### src/design/bitserial_core_pkg.sv
`default_nettype none

package bitserial_core_pkg;

   // data path width and width of the serial bit index
   localparam int XLEN  = 32;
   localparam int CNT_W = 5;

   // first fetch address out of reset
   localparam logic [XLEN-1:0] RESET_PC = 32'h0000_0000;

   // instruction classes, values follow opcode[6:2]
   typedef enum logic [4:0] {
      op_load    = 5'b00000,
      op_opimm   = 5'b00100,
      op_store   = 5'b01000,
      op_op      = 5'b01100,
      op_lui     = 5'b01101,
      op_branch  = 5'b11000,
      op_jal     = 5'b11011,
      op_illegal = 5'b11111
   } opcode_e;

   // serial alu functions
   typedef enum logic [2:0] {
      alu_add,
      alu_sub,
      alu_slt,
      alu_sltu,
      alu_xor,
      alu_or,
      alu_and
   } alu_op_e;

endpackage

`default_nettype wire
### src/design/core_top.sv
`default_nettype none

module core_top import bitserial_core_pkg::*; (
   input  wire          i_clk,
   input  wire          i_rst,
   output logic         o_ibus_cyc,
   output logic [31:2]  o_ibus_adr,
   input  wire          i_ibus_ack,
   input  wire [31:0]   i_ibus_rdt,
   output logic         o_dbus_cyc,
   output logic         o_dbus_we,
   output logic [31:2]  o_dbus_adr,
   output logic [31:0]  o_dbus_dat,
   input  wire          i_dbus_ack,
   input  wire [31:0]   i_dbus_rdt
);

   // sequencing
   logic             cnt_en;
   logic [CNT_W-1:0] cnt;
   logic             cnt0;
   logic             cnt_done;
   logic             bufreg_en;
   logic             ctrl_pc_en;
   logic             ctrl_jump;
   logic             rf_rreq;
   logic             rf_wreq;
   logic             rf_rd_en;
   logic             rf_ready;

   // decode levels
   opcode_e          opcode;
   alu_op_e          alu_op;
   logic             branch_op;
   logic             cond_branch;
   logic             bne_or_bge;
   logic             mem_op;
   logic             slt_op;
   logic             rd_op;
   logic             op_b_imm;
   logic [4:0]       rs1_addr;
   logic [4:0]       rs2_addr;
   logic [4:0]       rd_addr;
   logic             imm_bit;

   // serial data bits
   logic             rs1_bit;
   logic             rs2_bit;
   logic             op_b_bit;
   logic             alu_result;
   logic             alu_cmp;
   logic             link_bit;
   logic             load_bit;
   logic             rd_wdata;
   logic             is_lui;

   assign is_lui   = (opcode == op_lui);
   assign op_b_bit = op_b_imm ? imm_bit : rs2_bit;
   // lui and jal write through ctrl, loads from the bus, the rest from the alu
   assign rd_wdata = (is_lui | (opcode == op_jal)) ? link_bit :
                     (mem_op ? load_bit : alu_result);

   core_state u_state (
      .i_clk(i_clk), .i_rst(i_rst),
      .i_alu_cmp(alu_cmp), .i_rf_ready(rf_ready),
      .i_ibus_ack(i_ibus_ack), .i_dbus_ack(i_dbus_ack),
      .i_branch_op(branch_op), .i_cond_branch(cond_branch),
      .i_bne_or_bge(bne_or_bge), .i_mem_op(mem_op),
      .i_slt_op(slt_op), .i_rd_op(rd_op),
      .o_init(), .o_cnt_en(cnt_en), .o_cnt(cnt), .o_cnt0(cnt0),
      .o_cnt_done(cnt_done), .o_bufreg_en(bufreg_en),
      .o_ctrl_pc_en(ctrl_pc_en), .o_ctrl_jump(ctrl_jump),
      .o_rf_rreq(rf_rreq), .o_rf_wreq(rf_wreq), .o_rf_rd_en(rf_rd_en),
      .o_ibus_cyc(o_ibus_cyc), .o_dbus_cyc(o_dbus_cyc)
   );

   core_decode u_decode (
      .i_clk(i_clk), .i_rst(i_rst),
      .i_ibus_ack(i_ibus_ack), .i_ibus_rdt(i_ibus_rdt),
      .i_cnt(cnt), .i_cnt_en(cnt_en),
      .o_opcode(opcode), .o_alu_op(alu_op),
      .o_branch_op(branch_op), .o_cond_branch(cond_branch),
      .o_bne_or_bge(bne_or_bge), .o_mem_op(mem_op), .o_mem_we(o_dbus_we),
      .o_slt_op(slt_op), .o_rd_op(rd_op), .o_op_b_imm(op_b_imm),
      .o_rs1_addr(rs1_addr), .o_rs2_addr(rs2_addr), .o_rd_addr(rd_addr),
      .o_imm_bit(imm_bit)
   );

   core_alu u_alu (
      .i_clk(i_clk), .i_rst(i_rst),
      .i_cnt_en(cnt_en), .i_cnt0(cnt0), .i_cnt_done(cnt_done),
      .i_alu_op(alu_op), .i_rs1_bit(rs1_bit), .i_op_b_bit(op_b_bit),
      .o_result_bit(alu_result), .o_cmp(alu_cmp)
   );

   // reads and the write-back pass both wait for ready
   core_rf u_rf (
      .i_clk(i_clk), .i_rst(i_rst),
      .i_rreq(rf_rreq | rf_wreq), .i_wen(rf_rd_en),
      .i_cnt(cnt), .i_cnt_en(cnt_en),
      .i_rs1_addr(rs1_addr), .i_rs2_addr(rs2_addr), .i_rd_addr(rd_addr),
      .i_wdata_bit(rd_wdata),
      .o_ready(rf_ready), .o_rs1_bit(rs1_bit), .o_rs2_bit(rs2_bit)
   );

   core_ctrl u_ctrl (
      .i_clk(i_clk), .i_rst(i_rst),
      .i_pc_en(ctrl_pc_en), .i_jump(ctrl_jump),
      .i_cnt0(cnt0), .i_cnt_en(cnt_en),
      .i_imm_bit(imm_bit), .i_lui(is_lui),
      .o_pc_adr(o_ibus_adr), .o_rd_link_bit(link_bit)
   );

   core_mem_if u_mem_if (
      .i_clk(i_clk), .i_rst(i_rst),
      .i_bufreg_en(bufreg_en), .i_addr_bit(alu_result), .i_rs2_bit(rs2_bit),
      .i_cnt_en(cnt_en), .i_dbus_ack(i_dbus_ack), .i_dbus_rdt(i_dbus_rdt),
      .o_dbus_adr(o_dbus_adr), .o_dbus_dat(o_dbus_dat), .o_load_bit(load_bit)
   );

endmodule

`default_nettype wire

### src/design/core_mem_if.sv
`default_nettype none

module core_mem_if import bitserial_core_pkg::*; (
   input  wire             i_clk,
   input  wire             i_rst,
   input  wire             i_bufreg_en,
   input  wire             i_addr_bit,
   input  wire             i_rs2_bit,
   input  wire             i_cnt_en,
   input  wire             i_dbus_ack,
   input  wire [31:0]      i_dbus_rdt,
   output logic [31:2]     o_dbus_adr,
   output logic [31:0]     o_dbus_dat,
   output logic            o_load_bit
);

   logic [XLEN-1:0] adr_sr;
   logic [XLEN-1:0] dat_sr;
   logic [XLEN-1:0] rdt_sr;

   // address from the alu sum shifted in lsb first
   always_ff @(posedge i_clk) begin
      if (i_rst)
         adr_sr <= '0;
      else if (i_bufreg_en)
         adr_sr <= {i_addr_bit, adr_sr[XLEN-1:1]};
   end

   // store data collected alongside the address
   always_ff @(posedge i_clk) begin
      if (i_rst)
         dat_sr <= '0;
      else if (i_bufreg_en)
         dat_sr <= {i_rs2_bit, dat_sr[XLEN-1:1]};
   end

   // load word captured on the ack and shifted out in the write-back pass
   always_ff @(posedge i_clk) begin
      if (i_rst)
         rdt_sr <= '0;
      else if (i_dbus_ack)
         rdt_sr <= i_dbus_rdt;
      else if (i_cnt_en)
         rdt_sr <= {1'b0, rdt_sr[XLEN-1:1]};
   end

   // word access drops the low address bits
   assign o_dbus_adr = adr_sr[31:2];
   assign o_dbus_dat = dat_sr;
   assign o_load_bit = rdt_sr[0];

endmodule

`default_nettype wire

### src/design/core_ctrl.sv
`default_nettype none

module core_ctrl import bitserial_core_pkg::*; (
   input  wire            i_clk,
   input  wire            i_rst,
   input  wire            i_pc_en,
   input  wire            i_jump,
   input  wire            i_cnt0,
   input  wire            i_cnt_en,
   input  wire            i_imm_bit,
   input  wire            i_lui,
   output logic [31:2]    o_pc_adr,
   output logic           o_rd_link_bit
);

   logic [XLEN-1:0] pc;
   logic            cnt1;
   logic            cnt2;
   logic            cy_off;
   logic            cy_four;
   logic            cin_off;
   logic            cin_four;
   logic            sum_off;
   logic            sum_four;

   // cnt0 delayed twice marks bit 2, the only set bit of the constant 4
   always_ff @(posedge i_clk) begin
      if (i_rst) begin
         cnt1 <= 1'b0;
         cnt2 <= 1'b0;
      end else if (i_cnt_en) begin
         cnt1 <= i_cnt0;
         cnt2 <= cnt1;
      end
   end

   // two serial adders, pc + offset and pc + 4
   assign cin_off  = !i_cnt0 & cy_off;
   assign cin_four = !i_cnt0 & cy_four;
   assign sum_off  = pc[0] ^ i_imm_bit ^ cin_off;
   assign sum_four = pc[0] ^ cnt2 ^ cin_four;

   // pc shifts right, lsb first, new bits enter at the top
   always_ff @(posedge i_clk) begin
      if (i_rst) begin
         pc      <= RESET_PC;
         cy_off  <= 1'b0;
         cy_four <= 1'b0;
      end else if (i_pc_en) begin
         pc      <= {i_jump ? sum_off : sum_four, pc[XLEN-1:1]};
         cy_off  <= (pc[0] & i_imm_bit) | ((pc[0] ^ i_imm_bit) & cin_off);
         cy_four <= (pc[0] & cnt2) | ((pc[0] ^ cnt2) & cin_four);
      end
   end

   assign o_pc_adr = pc[31:2];

   // lui writes the immediate, jal the return address
   assign o_rd_link_bit = i_lui ? i_imm_bit : sum_four;

endmodule

`default_nettype wire

### src/design/core_rf.sv
`default_nettype none

module core_rf import bitserial_core_pkg::*; (
   input  wire              i_clk,
   input  wire              i_rst,
   input  wire              i_rreq,
   input  wire              i_wen,
   input  wire [CNT_W-1:0]  i_cnt,
   input  wire              i_cnt_en,
   input  wire [4:0]        i_rs1_addr,
   input  wire [4:0]        i_rs2_addr,
   input  wire [4:0]        i_rd_addr,
   input  wire              i_wdata_bit,
   output logic             o_ready,
   output logic             o_rs1_bit,
   output logic             o_rs2_bit
);

   logic [XLEN-1:0] regs [32];

   // one bit per cycle at the current index
   // a bit is read in the same cycle it gets overwritten, so rd may equal rs1
   always_ff @(posedge i_clk) begin
      if (i_cnt_en & i_wen)
         regs[i_rd_addr][i_cnt] <= i_wdata_bit;
   end

   // x0 reads as zero whatever was written there
   assign o_rs1_bit = (i_rs1_addr != 5'd0) & regs[i_rs1_addr][i_cnt];
   assign o_rs2_bit = (i_rs2_addr != 5'd0) & regs[i_rs2_addr][i_cnt];

   // ready the cycle after any request
   always_ff @(posedge i_clk) begin
      if (i_rst)
         o_ready <= 1'b0;
      else
         o_ready <= i_rreq;
   end

endmodule

`default_nettype wire

### src/design/core_alu.sv
`default_nettype none

module core_alu import bitserial_core_pkg::*; (
   input  wire     i_clk,
   input  wire     i_rst,
   input  wire     i_cnt_en,
   input  wire     i_cnt0,
   input  wire     i_cnt_done,
   input  wire     alu_op_e i_alu_op,
   input  wire     i_rs1_bit,
   input  wire     i_op_b_bit,
   output logic    o_result_bit,
   output logic    o_cmp
);

   logic sub_en;
   logic b_bit;
   logic carry_in;
   logic carry_out;
   logic carry_r;
   logic sum;
   logic eq_now;
   logic eq_r;
   logic lt_now;
   logic cmp_r;

   // compare ops subtract too
   assign sub_en = (i_alu_op == alu_sub) | (i_alu_op == alu_slt) | (i_alu_op == alu_sltu);
   assign b_bit  = i_op_b_bit ^ sub_en;

   // carry is preset at bit 0, giving the +1 of two's complement
   assign carry_in  = i_cnt0 ? sub_en : carry_r;
   assign sum       = i_rs1_bit ^ b_bit ^ carry_in;
   assign carry_out = (i_rs1_bit & b_bit) | ((i_rs1_bit ^ b_bit) & carry_in);

   // equal so far, including the current bit
   assign eq_now = (i_cnt0 | eq_r) & (i_rs1_bit == i_op_b_bit);

   // unsigned: borrow out of the msb
   // signed: sign of the difference, or rs1 sign when operand signs differ
   assign lt_now = (i_alu_op == alu_sltu) ? !carry_out :
                   ((i_rs1_bit ^ i_op_b_bit) ? i_rs1_bit : sum);

   // valid at bit 31 of the init pass
   assign o_cmp = (i_alu_op == alu_sub) ? eq_now : lt_now;

   always_ff @(posedge i_clk) begin
      if (i_rst) begin
         carry_r <= 1'b0;
         eq_r    <= 1'b0;
         cmp_r   <= 1'b0;
      end else if (i_cnt_en) begin
         carry_r <= carry_out;
         eq_r    <= eq_now;
         // held for the slt write-back pass
         if (i_cnt_done)
            cmp_r <= o_cmp;
      end
   end

   always_comb begin
      case (i_alu_op)
         alu_slt,
         alu_sltu: o_result_bit = i_cnt0 & cmp_r;
         alu_xor:  o_result_bit = i_rs1_bit ^ i_op_b_bit;
         alu_or:   o_result_bit = i_rs1_bit | i_op_b_bit;
         alu_and:  o_result_bit = i_rs1_bit & i_op_b_bit;
         default:  o_result_bit = sum;
      endcase
   end

endmodule

`default_nettype wire

### src/design/core_decode.sv
`default_nettype none

module core_decode import bitserial_core_pkg::*; (
   input  wire              i_clk,
   input  wire              i_rst,
   input  wire              i_ibus_ack,
   input  wire [31:0]       i_ibus_rdt,
   input  wire [CNT_W-1:0]  i_cnt,
   input  wire              i_cnt_en,
   output opcode_e          o_opcode,
   output alu_op_e          o_alu_op,
   output logic             o_branch_op,
   output logic             o_cond_branch,
   output logic             o_bne_or_bge,
   output logic             o_mem_op,
   output logic             o_mem_we,
   output logic             o_slt_op,
   output logic             o_rd_op,
   output logic             o_op_b_imm,
   output logic [4:0]       o_rs1_addr,
   output logic [4:0]       o_rs2_addr,
   output logic [4:0]       o_rd_addr,
   output logic             o_imm_bit
);

   logic [31:0] ir;
   logic [2:0]  funct3;
   logic        arith;
   logic [31:0] imm;

   // instruction register, comes out of reset holding addi x0,x0,0
   always_ff @(posedge i_clk) begin
      if (i_rst)
         ir <= 32'h0000_0013;
      else if (i_ibus_ack)
         ir <= i_ibus_rdt;
   end

   assign funct3     = ir[14:12];
   assign o_rs1_addr = ir[19:15];
   assign o_rs2_addr = ir[24:20];
   assign o_rd_addr  = ir[11:7];

   // classify, anything unknown falls to illegal and runs as a nop
   always_comb begin
      case (ir[6:2])
         5'b00000: o_opcode = op_load;
         5'b00100: o_opcode = op_opimm;
         5'b01000: o_opcode = op_store;
         5'b01100: o_opcode = op_op;
         5'b01101: o_opcode = op_lui;
         5'b11000: o_opcode = op_branch;
         5'b11011: o_opcode = op_jal;
         default:  o_opcode = op_illegal;
      endcase
   end

   assign arith         = (o_opcode == op_opimm) | (o_opcode == op_op);
   assign o_cond_branch = (o_opcode == op_branch);
   assign o_branch_op   = o_cond_branch | (o_opcode == op_jal);
   assign o_bne_or_bge  = funct3[0];
   assign o_mem_we      = (o_opcode == op_store);
   assign o_mem_op      = o_mem_we | (o_opcode == op_load);
   assign o_slt_op      = arith & (funct3[2:1] == 2'b01);
   assign o_rd_op       = arith | (o_opcode == op_lui) | (o_opcode == op_jal) |
                          (o_opcode == op_load);
   assign o_op_b_imm    = (o_opcode == op_opimm) | o_mem_op;

   // beq/bne test equality, blt/bge reuse the slt compare
   always_comb begin
      o_alu_op = alu_add;
      if (o_cond_branch) begin
         o_alu_op = funct3[2] ? (funct3[1] ? alu_sltu : alu_slt) : alu_sub;
      end else if (arith) begin
         case (funct3)
            3'b000:  o_alu_op = ((o_opcode == op_op) & ir[30]) ? alu_sub : alu_add;
            3'b010:  o_alu_op = alu_slt;
            3'b011:  o_alu_op = alu_sltu;
            3'b100:  o_alu_op = alu_xor;
            3'b110:  o_alu_op = alu_or;
            3'b111:  o_alu_op = alu_and;
            default: o_alu_op = alu_add;
         endcase
      end
   end

   // sign-extended immediate per format, I-type by default
   always_comb begin
      case (o_opcode)
         op_store:  imm = {{21{ir[31]}}, ir[30:25], ir[11:7]};
         op_branch: imm = {{20{ir[31]}}, ir[7], ir[30:25], ir[11:8], 1'b0};
         op_lui:    imm = {ir[31:12], 12'd0};
         op_jal:    imm = {{12{ir[31]}}, ir[19:12], ir[20], ir[30:21], 1'b0};
         default:   imm = {{21{ir[31]}}, ir[30:20]};
      endcase
   end

   // quiet between passes
   assign o_imm_bit = i_cnt_en & imm[i_cnt];

endmodule

`default_nettype wire

### src/design/core_state.sv
`default_nettype none

module core_state import bitserial_core_pkg::*; (
   input  wire              i_clk,
   input  wire              i_rst,
   input  wire              i_alu_cmp,
   input  wire              i_rf_ready,
   input  wire              i_ibus_ack,
   input  wire              i_dbus_ack,
   input  wire              i_branch_op,
   input  wire              i_cond_branch,
   input  wire              i_bne_or_bge,
   input  wire              i_mem_op,
   input  wire              i_slt_op,
   input  wire              i_rd_op,
   output logic             o_init,
   output logic             o_cnt_en,
   output logic [CNT_W-1:0] o_cnt,
   output logic             o_cnt0,
   output logic             o_cnt_done,
   output logic             o_bufreg_en,
   output logic             o_ctrl_pc_en,
   output logic             o_ctrl_jump,
   output logic             o_rf_rreq,
   output logic             o_rf_wreq,
   output logic             o_rf_rd_en,
   output logic             o_ibus_cyc,
   output logic             o_dbus_cyc
);

   // index bits 4:2 count normally, bits 1:0 are a one-hot ring
   logic [2:0] cnt_hi;
   logic [3:0] cnt_r;
   logic       init_done;
   logic       stage_two_req;
   logic       boot;
   logic       two_stage_op;
   logic       take_branch;

   // branches, jal, slt and memory ops need a second pass
   assign two_stage_op = i_slt_op | i_mem_op | i_branch_op;
   assign o_init       = two_stage_op & !init_done;

   // ring is empty while idle
   assign o_cnt_en = |cnt_r;
   assign o_cnt    = {cnt_hi, cnt_r[3] | cnt_r[2], cnt_r[3] | cnt_r[1]};
   assign o_cnt0   = (cnt_hi == 3'd0) & cnt_r[0];

   // pc moves only in the final pass of an instruction
   assign o_ctrl_pc_en = o_cnt_en & !o_init;
   // address and store data are collected during the init pass
   assign o_bufreg_en  = o_cnt_en & o_init & i_mem_op;
   assign o_rf_rd_en   = i_rd_op & !o_init;

   // jal always jumps, branches when the compare matches the funct3 sense
   // only meaningful in the last init cycle
   assign take_branch = i_branch_op & (!i_cond_branch | (i_alu_cmp ^ i_bne_or_bge));

   // read request as soon as the instruction arrives
   assign o_rf_rreq = i_ibus_ack;
   // second pass starts after the data bus answers or after the stage-two strobe
   assign o_rf_wreq = (i_mem_op & i_dbus_ack) |
                      (stage_two_req & (i_slt_op | i_branch_op));

   always_ff @(posedge i_clk) begin
      if (i_rst) begin
         boot          <= 1'b1;
         o_ibus_cyc    <= 1'b0;
         o_dbus_cyc    <= 1'b0;
         init_done     <= 1'b0;
         o_ctrl_jump   <= 1'b0;
         stage_two_req <= 1'b0;
         o_cnt_done    <= 1'b0;
         cnt_hi        <= 3'd0;
         cnt_r         <= 4'b0000;
      end else begin
         // first fetch right after reset, then one per finished instruction
         boot <= 1'b0;
         if (boot | (o_cnt_done & o_ctrl_pc_en))
            o_ibus_cyc <= 1'b1;
         else if (i_ibus_ack)
            o_ibus_cyc <= 1'b0;

         // data bus request from end of init until the ack
         if (o_cnt_done & o_init & i_mem_op)
            o_dbus_cyc <= 1'b1;
         else if (i_dbus_ack)
            o_dbus_cyc <= 1'b0;

         // init_done toggles at the end of each pass of a two-pass op
         if (o_cnt_done) begin
            init_done   <= o_init;
            o_ctrl_jump <= o_init & take_branch;
         end

         // one-cycle strobe in the idle slot after init
         stage_two_req <= o_cnt_done & o_init;

         // high during bit 31
         o_cnt_done <= (cnt_hi == 3'd7) & cnt_r[2];

         // ring is seeded by rf ready and stops once bit 31 is done
         cnt_hi <= cnt_hi + {2'd0, cnt_r[3]};
         cnt_r  <= {cnt_r[2:0], (cnt_r[3] & !o_cnt_done) | (i_rf_ready & !o_cnt_en)};
      end
   end

endmodule

`default_nettype wire

### config.mk
export PLATFORM = sky130hd
export DESIGN_NAME = core_top
export DESIGN_NICKNAME = d
export VERILOG_FILES = /design/src/design/bitserial_core_pkg.sv /design/src/design/core_top.sv /design/src/design/core_mem_if.sv /design/src/design/core_ctrl.sv /design/src/design/core_rf.sv /design/src/design/core_alu.sv /design/src/design/core_decode.sv /design/src/design/core_state.sv
export SDC_FILE = /design/constraint.sdc
export NUM_CORES = 2
export LEC_CHECK = 0
export BUFFER_PORTS_ARGS = -buffer_cell sky130_fd_sc_hd__buf_2
export CORE_MARGIN = 1.5
export CORE_UTILIZATION = 55
export DETAILED_ROUTE_END_ITERATION = 8
export PLACE_DENSITY_LB_ADDON = 0.15
export SYNTH_ARGS = -nofsm -noshare
export SYNTH_HDL_FRONTEND = slang
export SYNTH_SLANG_ARGS = --single-unit
### constraint.sdc
create_clock -name i_clk -period 26.5 [get_ports i_clk]
set_input_delay 0 -clock i_clk [delete_from_list [all_inputs] [get_ports i_clk]]
set_output_delay 0 -clock i_clk [all_outputs]
set_load 0.01 [all_outputs]
Yosys cells after proc, flatten, opt, wreduce, memory -nomap -nowiden

Memory sizes are Yosys's and may differ from the RTL's. A register that Yosys moved wholly into a read port is not among the register bits.
Index checks and enable logic that the tools add are counted.

Memory bits (writable): 1024
Output and inout bits: 95
Bits in registers: 182
Memories kept: 1
Input bits: 68

Mux-type cells: 39
Bitwise logic cells: 67
$lt $le $gt $ge: 2
Reductions and logical operators: 20
$add $sub $neg: 1
Equal/unequal tests: 26

Memory list:

| name      | words | width | rd ports | clocked after memory_dff | write ports | RTL line      | source |
|---|---|---|---|---|---|---|---|
| u_rf.regs | 32    | 32    | 2        | 2                        | 1           | core_rf.sv:19 | `logic [XLEN-1:0] regs [32];` |

Operator list:

| operator           | count |
|---|---|
| $pmux 31 s4        | 1 |
| $mux 32            | 3 |
| $pmux 5 s7         | 1 |
| $and 1x1->1        | 33 |
| $eq 5x4->1 const B | 6 |
| $or 1x1->1         | 25 |
| $eq 3x3->1 const B | 7 |
| $mux 1             | 21 |
| $eq 5x5->1 const B | 4 |
| $mux 5             | 4 |
| $pmux 3 s6         | 1 |
| $bmux 1 s5         | 3 |
| $eq 3x2->1 const B | 4 |
| $eq 5x3->1 const B | 2 |
| $logic_not 5->1    | 2 |
| $reduce_bool 5->1  | 2 |
| $mux 3             | 3 |
| $xor 1x1->1        | 9 |
| $logic_not 1->1    | 7 |
| $logic_not 3->1    | 2 |
| $lt 5x6->1 const B | 1 |
| $reduce_bool 2->1  | 3 |
| $demux 1 s5        | 1 |
| $ge 5x1->1 const B | 1 |
| other kinds (9)    | 9 |

Longest topological paths before layout

Depth after elaboration: 22
Mapped depth: 21
Mapped depth without buffers: 16

Modules after synthesis

A second synthesis with hierarchy kept.

Cells, all modules: 4436
Area, all modules: 60752.0 µm²

Modules (own cells, without submodules):

| module      | instances | area each (µm²) | cells each |
|---|---|---|---|
| core_rf     | 1         | 52260.1         | 3608 |
| core_mem_if | 1         | 3863.7          | 342 |
| core_decode | 1         | 2030.7          | 229 |
| core_ctrl   | 1         | 1627.8          | 156 |
| core_state  | 1         | 608.1           | 59 |
| core_alu    | 1         | 289.0           | 33 |
| core_top    | 1         | 72.6            | 9 |

Least setup slack after synthesis

OpenSTA, ideal clock, no wires.

Path type: register -> register
Start point: reg with a tool-made name
End point: mem u_rf.regs[0][0], data pin
Buffers on the path: 3
Required time: 23.641 ns
Stages on the path, launching flop included: 18
Clock period less this slack: 19.792 ns
Data arrival time: 16.933 ns
Setup time: 2.859 ns
Path slack: 6.708 ns
Path through: dfxtp_1 -> clkbuf_1 -> clkbuf_1 -> buf_1 -> mux4_2 -> mux4_2 -> mux2i_1 -> o22ai_1 -> o21ai_0 -> nand4_1 -> o22ai_1 -> mux2i_1 -> xnor2_1 -> fa_1 -> o21ai_0 -> mux2_2 -> mux2_2 -> a221o_1

RTL lines:

| element          | RTL line |
|---|---|
| end: declaration | core_rf.sv:19 |

==> flow_metrics.tcl <==
set metrics [dict create \
    crit_buf_inv 7 \
    synth_adder_area_share_pct 0.1835 \
    design.die.area_um2 111100 \
    core_um2 107700 \
    setup_viol_count_final 0 \
    required_ns 26.92 \
    path_clk_slew_ns 0.06 \
    yosysSeqAreaShare_pct 57.51 \
    slowest_delay_ns 0.92 \
    areaGrowthSynthToFinish_pct 11.70 \
    start_kind "flop" \
    yosys.area_share.simple_pct 10.60 \
    crit_slowest_cell "dfxtp_4" \
    die_w_um 333.3 \
    synth_mux_area_share_pct 24.02 \
    synth_xor_area_share_pct 0.02919 \
    ys.flop_type "edfxtp_1" \
    synth_area_leaders "edfxtp_1 (51%), mux4_2 (21%), nor2_1 (7.1%), dfxtp_1 (6.3%), nand2_1 (2.4%)" \
    synth_largest_area_cell "edfxtp_1" \
    numCtsBuffers 134 \
    critPathArrivalTime_ns 12.24 \
    grt_use_total_pct 32.02 \
    fin_cells 6007 \
    syn_area_um2 60010 \
    fin_crit_sh_pct 44.59 \
    grt_pass1_wl_um 259600 \
    synth-compound-area-share_pct 4.076 \
    status "completed" \
    max_freq_ghz 0.08464 \
    wl_per_cell_um 29.52 \
    hold_violations 0 \
    vdd_ir_drop_max_uv 97.79 \
    netlist.area_leader.share_pct 51.24 \
    syn-num-nets 4521 \
    tightest_slew_ns 1.269 \
    final_max_slew_viol_count 0 \
    via_count 40470 \
    cts_root_buffer "clkbuf_16" \
    hold_class "in -> reg" \
    synth_common_cells "nor2_1 (1138), edfxtp_1 (1024), mux4_2 (570)" \
    p_leak_nw 20.42 \
    cts.sink_count 1212 \
    initial_core_util_pct 55.75 \
    clk_latency_ns 0.76 \
    yosysMostFrequentCell "nor2_1" \
    critPathMaxFanout 264 \
    place_congestion 0.8225 \
    critPathTopFamily "buffers and inverters" \
    antenna_found_initial 3 \
    cts_tree "done" \
    nNetsFinal 4573 \
    grt_pass1_vias 39570 \
    rsz0062_at_grt "false" \
    grt_max_degree 265 \
    cpMostUsedCell "buf_4" \
    slew-limit-headroom_pct 14.74 \
    drtIter0Drc 5357 \
    final_antenna_net_count 0 \
    syn_area_per_cell_um2 13.50 \
    row_count 120 \
    ctsResizeCount 0 \
    drive_above_1_share_pct 23.53 \
    cap_violations 0 \
    synth_seq_cells 1212 \
    ios 163 \
    detail_route.first_pass.iterations 6 \
    fin_tns_setup_ns 0 \
    dieHeight_um 333.3 \
    power.density_nw_per_um2 70.49 \
    synth-edff-count 1024 \
    crit_chain "buf_12 > buf_4 > buf_4 > mux4_2 > mux4_2 > mux2i_1 > o22ai_1 > o21ai_0 > nand4_1 > o22ai_1 > mux2i_1 > xnor2_1 > fa_1 > o21ai_0 > mux2_2 > mux2_2 > a221o_4 > buf_4 > buf_12 > buf_12 > buf_4" \
    ys_warn_count 0 \
    synthCells 4446 \
    io_buffers 160 \
    critPathCaptureType "flop" \
    drc 0 \
    criticalPathCategory "reg -> reg" \
    async_flop_share_pct 0 \
    clock_skew_ns 0.02911 \
    dp_hpwl_um 93730 \
    grt_overflow 0 \
    vias_per_cell 6.736 \
    synthDistinctLibCells 76 \
    fin_crit_ns 11.82 \
    htreeDepth 4 \
    dp_cells 5624 \
    clk_path_buf_depth 3 \
    synth_top_family_by_area "multiplexers" \
    routed_wl_um 177300 \
]
-- through the flow --
| step | utilization, % | worst slack, ns | hold slack, ns | total power, W | instance area (um2) |
|---|---|---|---|---|---|
| after floorplan | - | 6.708 | 0.02772 | 0.002961 | 60010 |
| after global placement | 57.02 | 14.97 | 0.2127 | 0.002900 | 61380 |
| after detailed placement | 57.02 | 14.90 | 0.2160 | 0.002907 | 61380 |
| after CTS | 62.26 | 14.84 | 0.05583 | 0.004731 | 67030 |
| after global routing | 62.26 | 14.09 | 0.1494 | 0.004846 | 67030 |
| final | 62.27 | 14.68 | 0.09740 | 0.004726 | 67030 |
-- layout make-up --
type | count | area, um2
fill | 8044 | 40620
clock inverter | 63 | 574.3
clock buffer | 177 | 3661
sequential | 1212 | 34550
tap | 1403 | 1755
inverter | 14 | 52.55
antenna | 2 | 5.005
timing repair buffer | 387 | 2964
multi-input combinational | 2749 | 23480
-- cell families (layout without fill, tap and decap cells) --
logic type	Yosys count	in the layout
DFF	1212	1212
other	0	2
buffers and inverters	485	641
muxes	725	725
and+or+nand+nor	1625	1625
AOI/OAI and AO/OA	390	390
adders and majority gates	7	7
xor gates and xnor gates	2	2
-- timing repair --
action | CTS | global route
setup buffers | 0 | 0
hold buffers | 141 | 0
endpoints found under the hold margin | 92 | 0
-- report_power, final --
group	internal (W)	switching [W]
Combinational	0.000164	0.000391
Sequential	0.00232	0.0000210
Clock	0.00106	0.000771
Total	0.00354	0.00118
-- worst register-to-register path: cells and delay by family (launching register included) --
family	cells	cell delay, ns
XOR/XNOR	1	0.24
adder cells (fa/ha/maj)	1	0.48
AND/OR/NAND/NOR	1	0.41
AO/OA/AOI/OAI	5	1.94
multiplexers	6	1.94
flip-flops	1	0.92
buffers and inverters	7	5.49
-- flip-flops by register name, indices dropped and copies added, names as in the netlist, named ones only --
signal and flops:
u_alu.carry_r 1, u_alu.cmp_r 1, u_alu.eq_r 1, u_ctrl.cnt1 1, u_ctrl.cnt2 1, u_ctrl.cy_four 1, u_ctrl.cy_off 1, u_ctrl.pc 32
u_decode.ir 30, u_mem_if.adr_sr 30, u_mem_if.o_dbus_dat 32, u_mem_if.rdt_sr 32, u_rf.o_ready 1, u_rf.regs 1024, u_state.boot 1, u_state.cnt_hi 3
u_state.cnt_r 4, u_state.init_done 1, u_state.o_cnt_done 1, u_state.o_ctrl_jump 1, u_state.o_dbus_cyc 1, u_state.o_ibus_cyc 1, u_state.stage_two_req 1
-- metal layers --
metal | wire, um | vias to the layer above | track usage [%]
met5 | 0 | - | 0
met4 | 7214 | 0 | 12.83
met3 | 21540 | 421 | 7.576
met2 | 83010 | 2470 | 50.08
met1 | 65540 | 20830 | 43.69
li1 | - | 16750 | -
-- final timing paths --
kind | start | end | slack, ns | depth (start not counted)
worst max register to register | flop | u_rf.regs[15][26] | 14.68 | 21
worst max-delay path | flop | u_rf.regs[15][26] | 14.68 | 21
worst min-delay path | i_dbus_ack | u_state.o_dbus_cyc | 0.1 | 4
worst min register to register | u_ctrl.cy_four | u_ctrl.cy_four | 0.45 | 2
-- cells in the final DEF, fill, tap and decap left out, drive strengths merged, types with 4 or more instances in the layout --
master	netlist	routed
ha	4	4
dlygate4sd3	0	141
o22ai	29	29
a22o	4	4
a2111oi	5	5
a311o	4	4
mux2i	133	133
edfxtp	1024	1024
o211ai	6	6
a211oi	9	9
a31oi	11	11
nand2b	13	13
a221o	12	12
clkbuf	334	177
nor3b	6	6
nand2	377	377
nor2	1139	1139
mux4	570	570
clkinv	1	45
buf	137	246
a211o	5	5
bufinv	0	9
a221oi	14	14
and3	7	7
o21ai	31	31
inv	13	21
a21oi	195	195
nor2b	25	25
dfxtp	188	188
nand3	17	17
and2	11	11
or3	4	4
nor3	13	13
mux2	22	22
a22oi	38	38
Power figures use the tool's default switching activity.
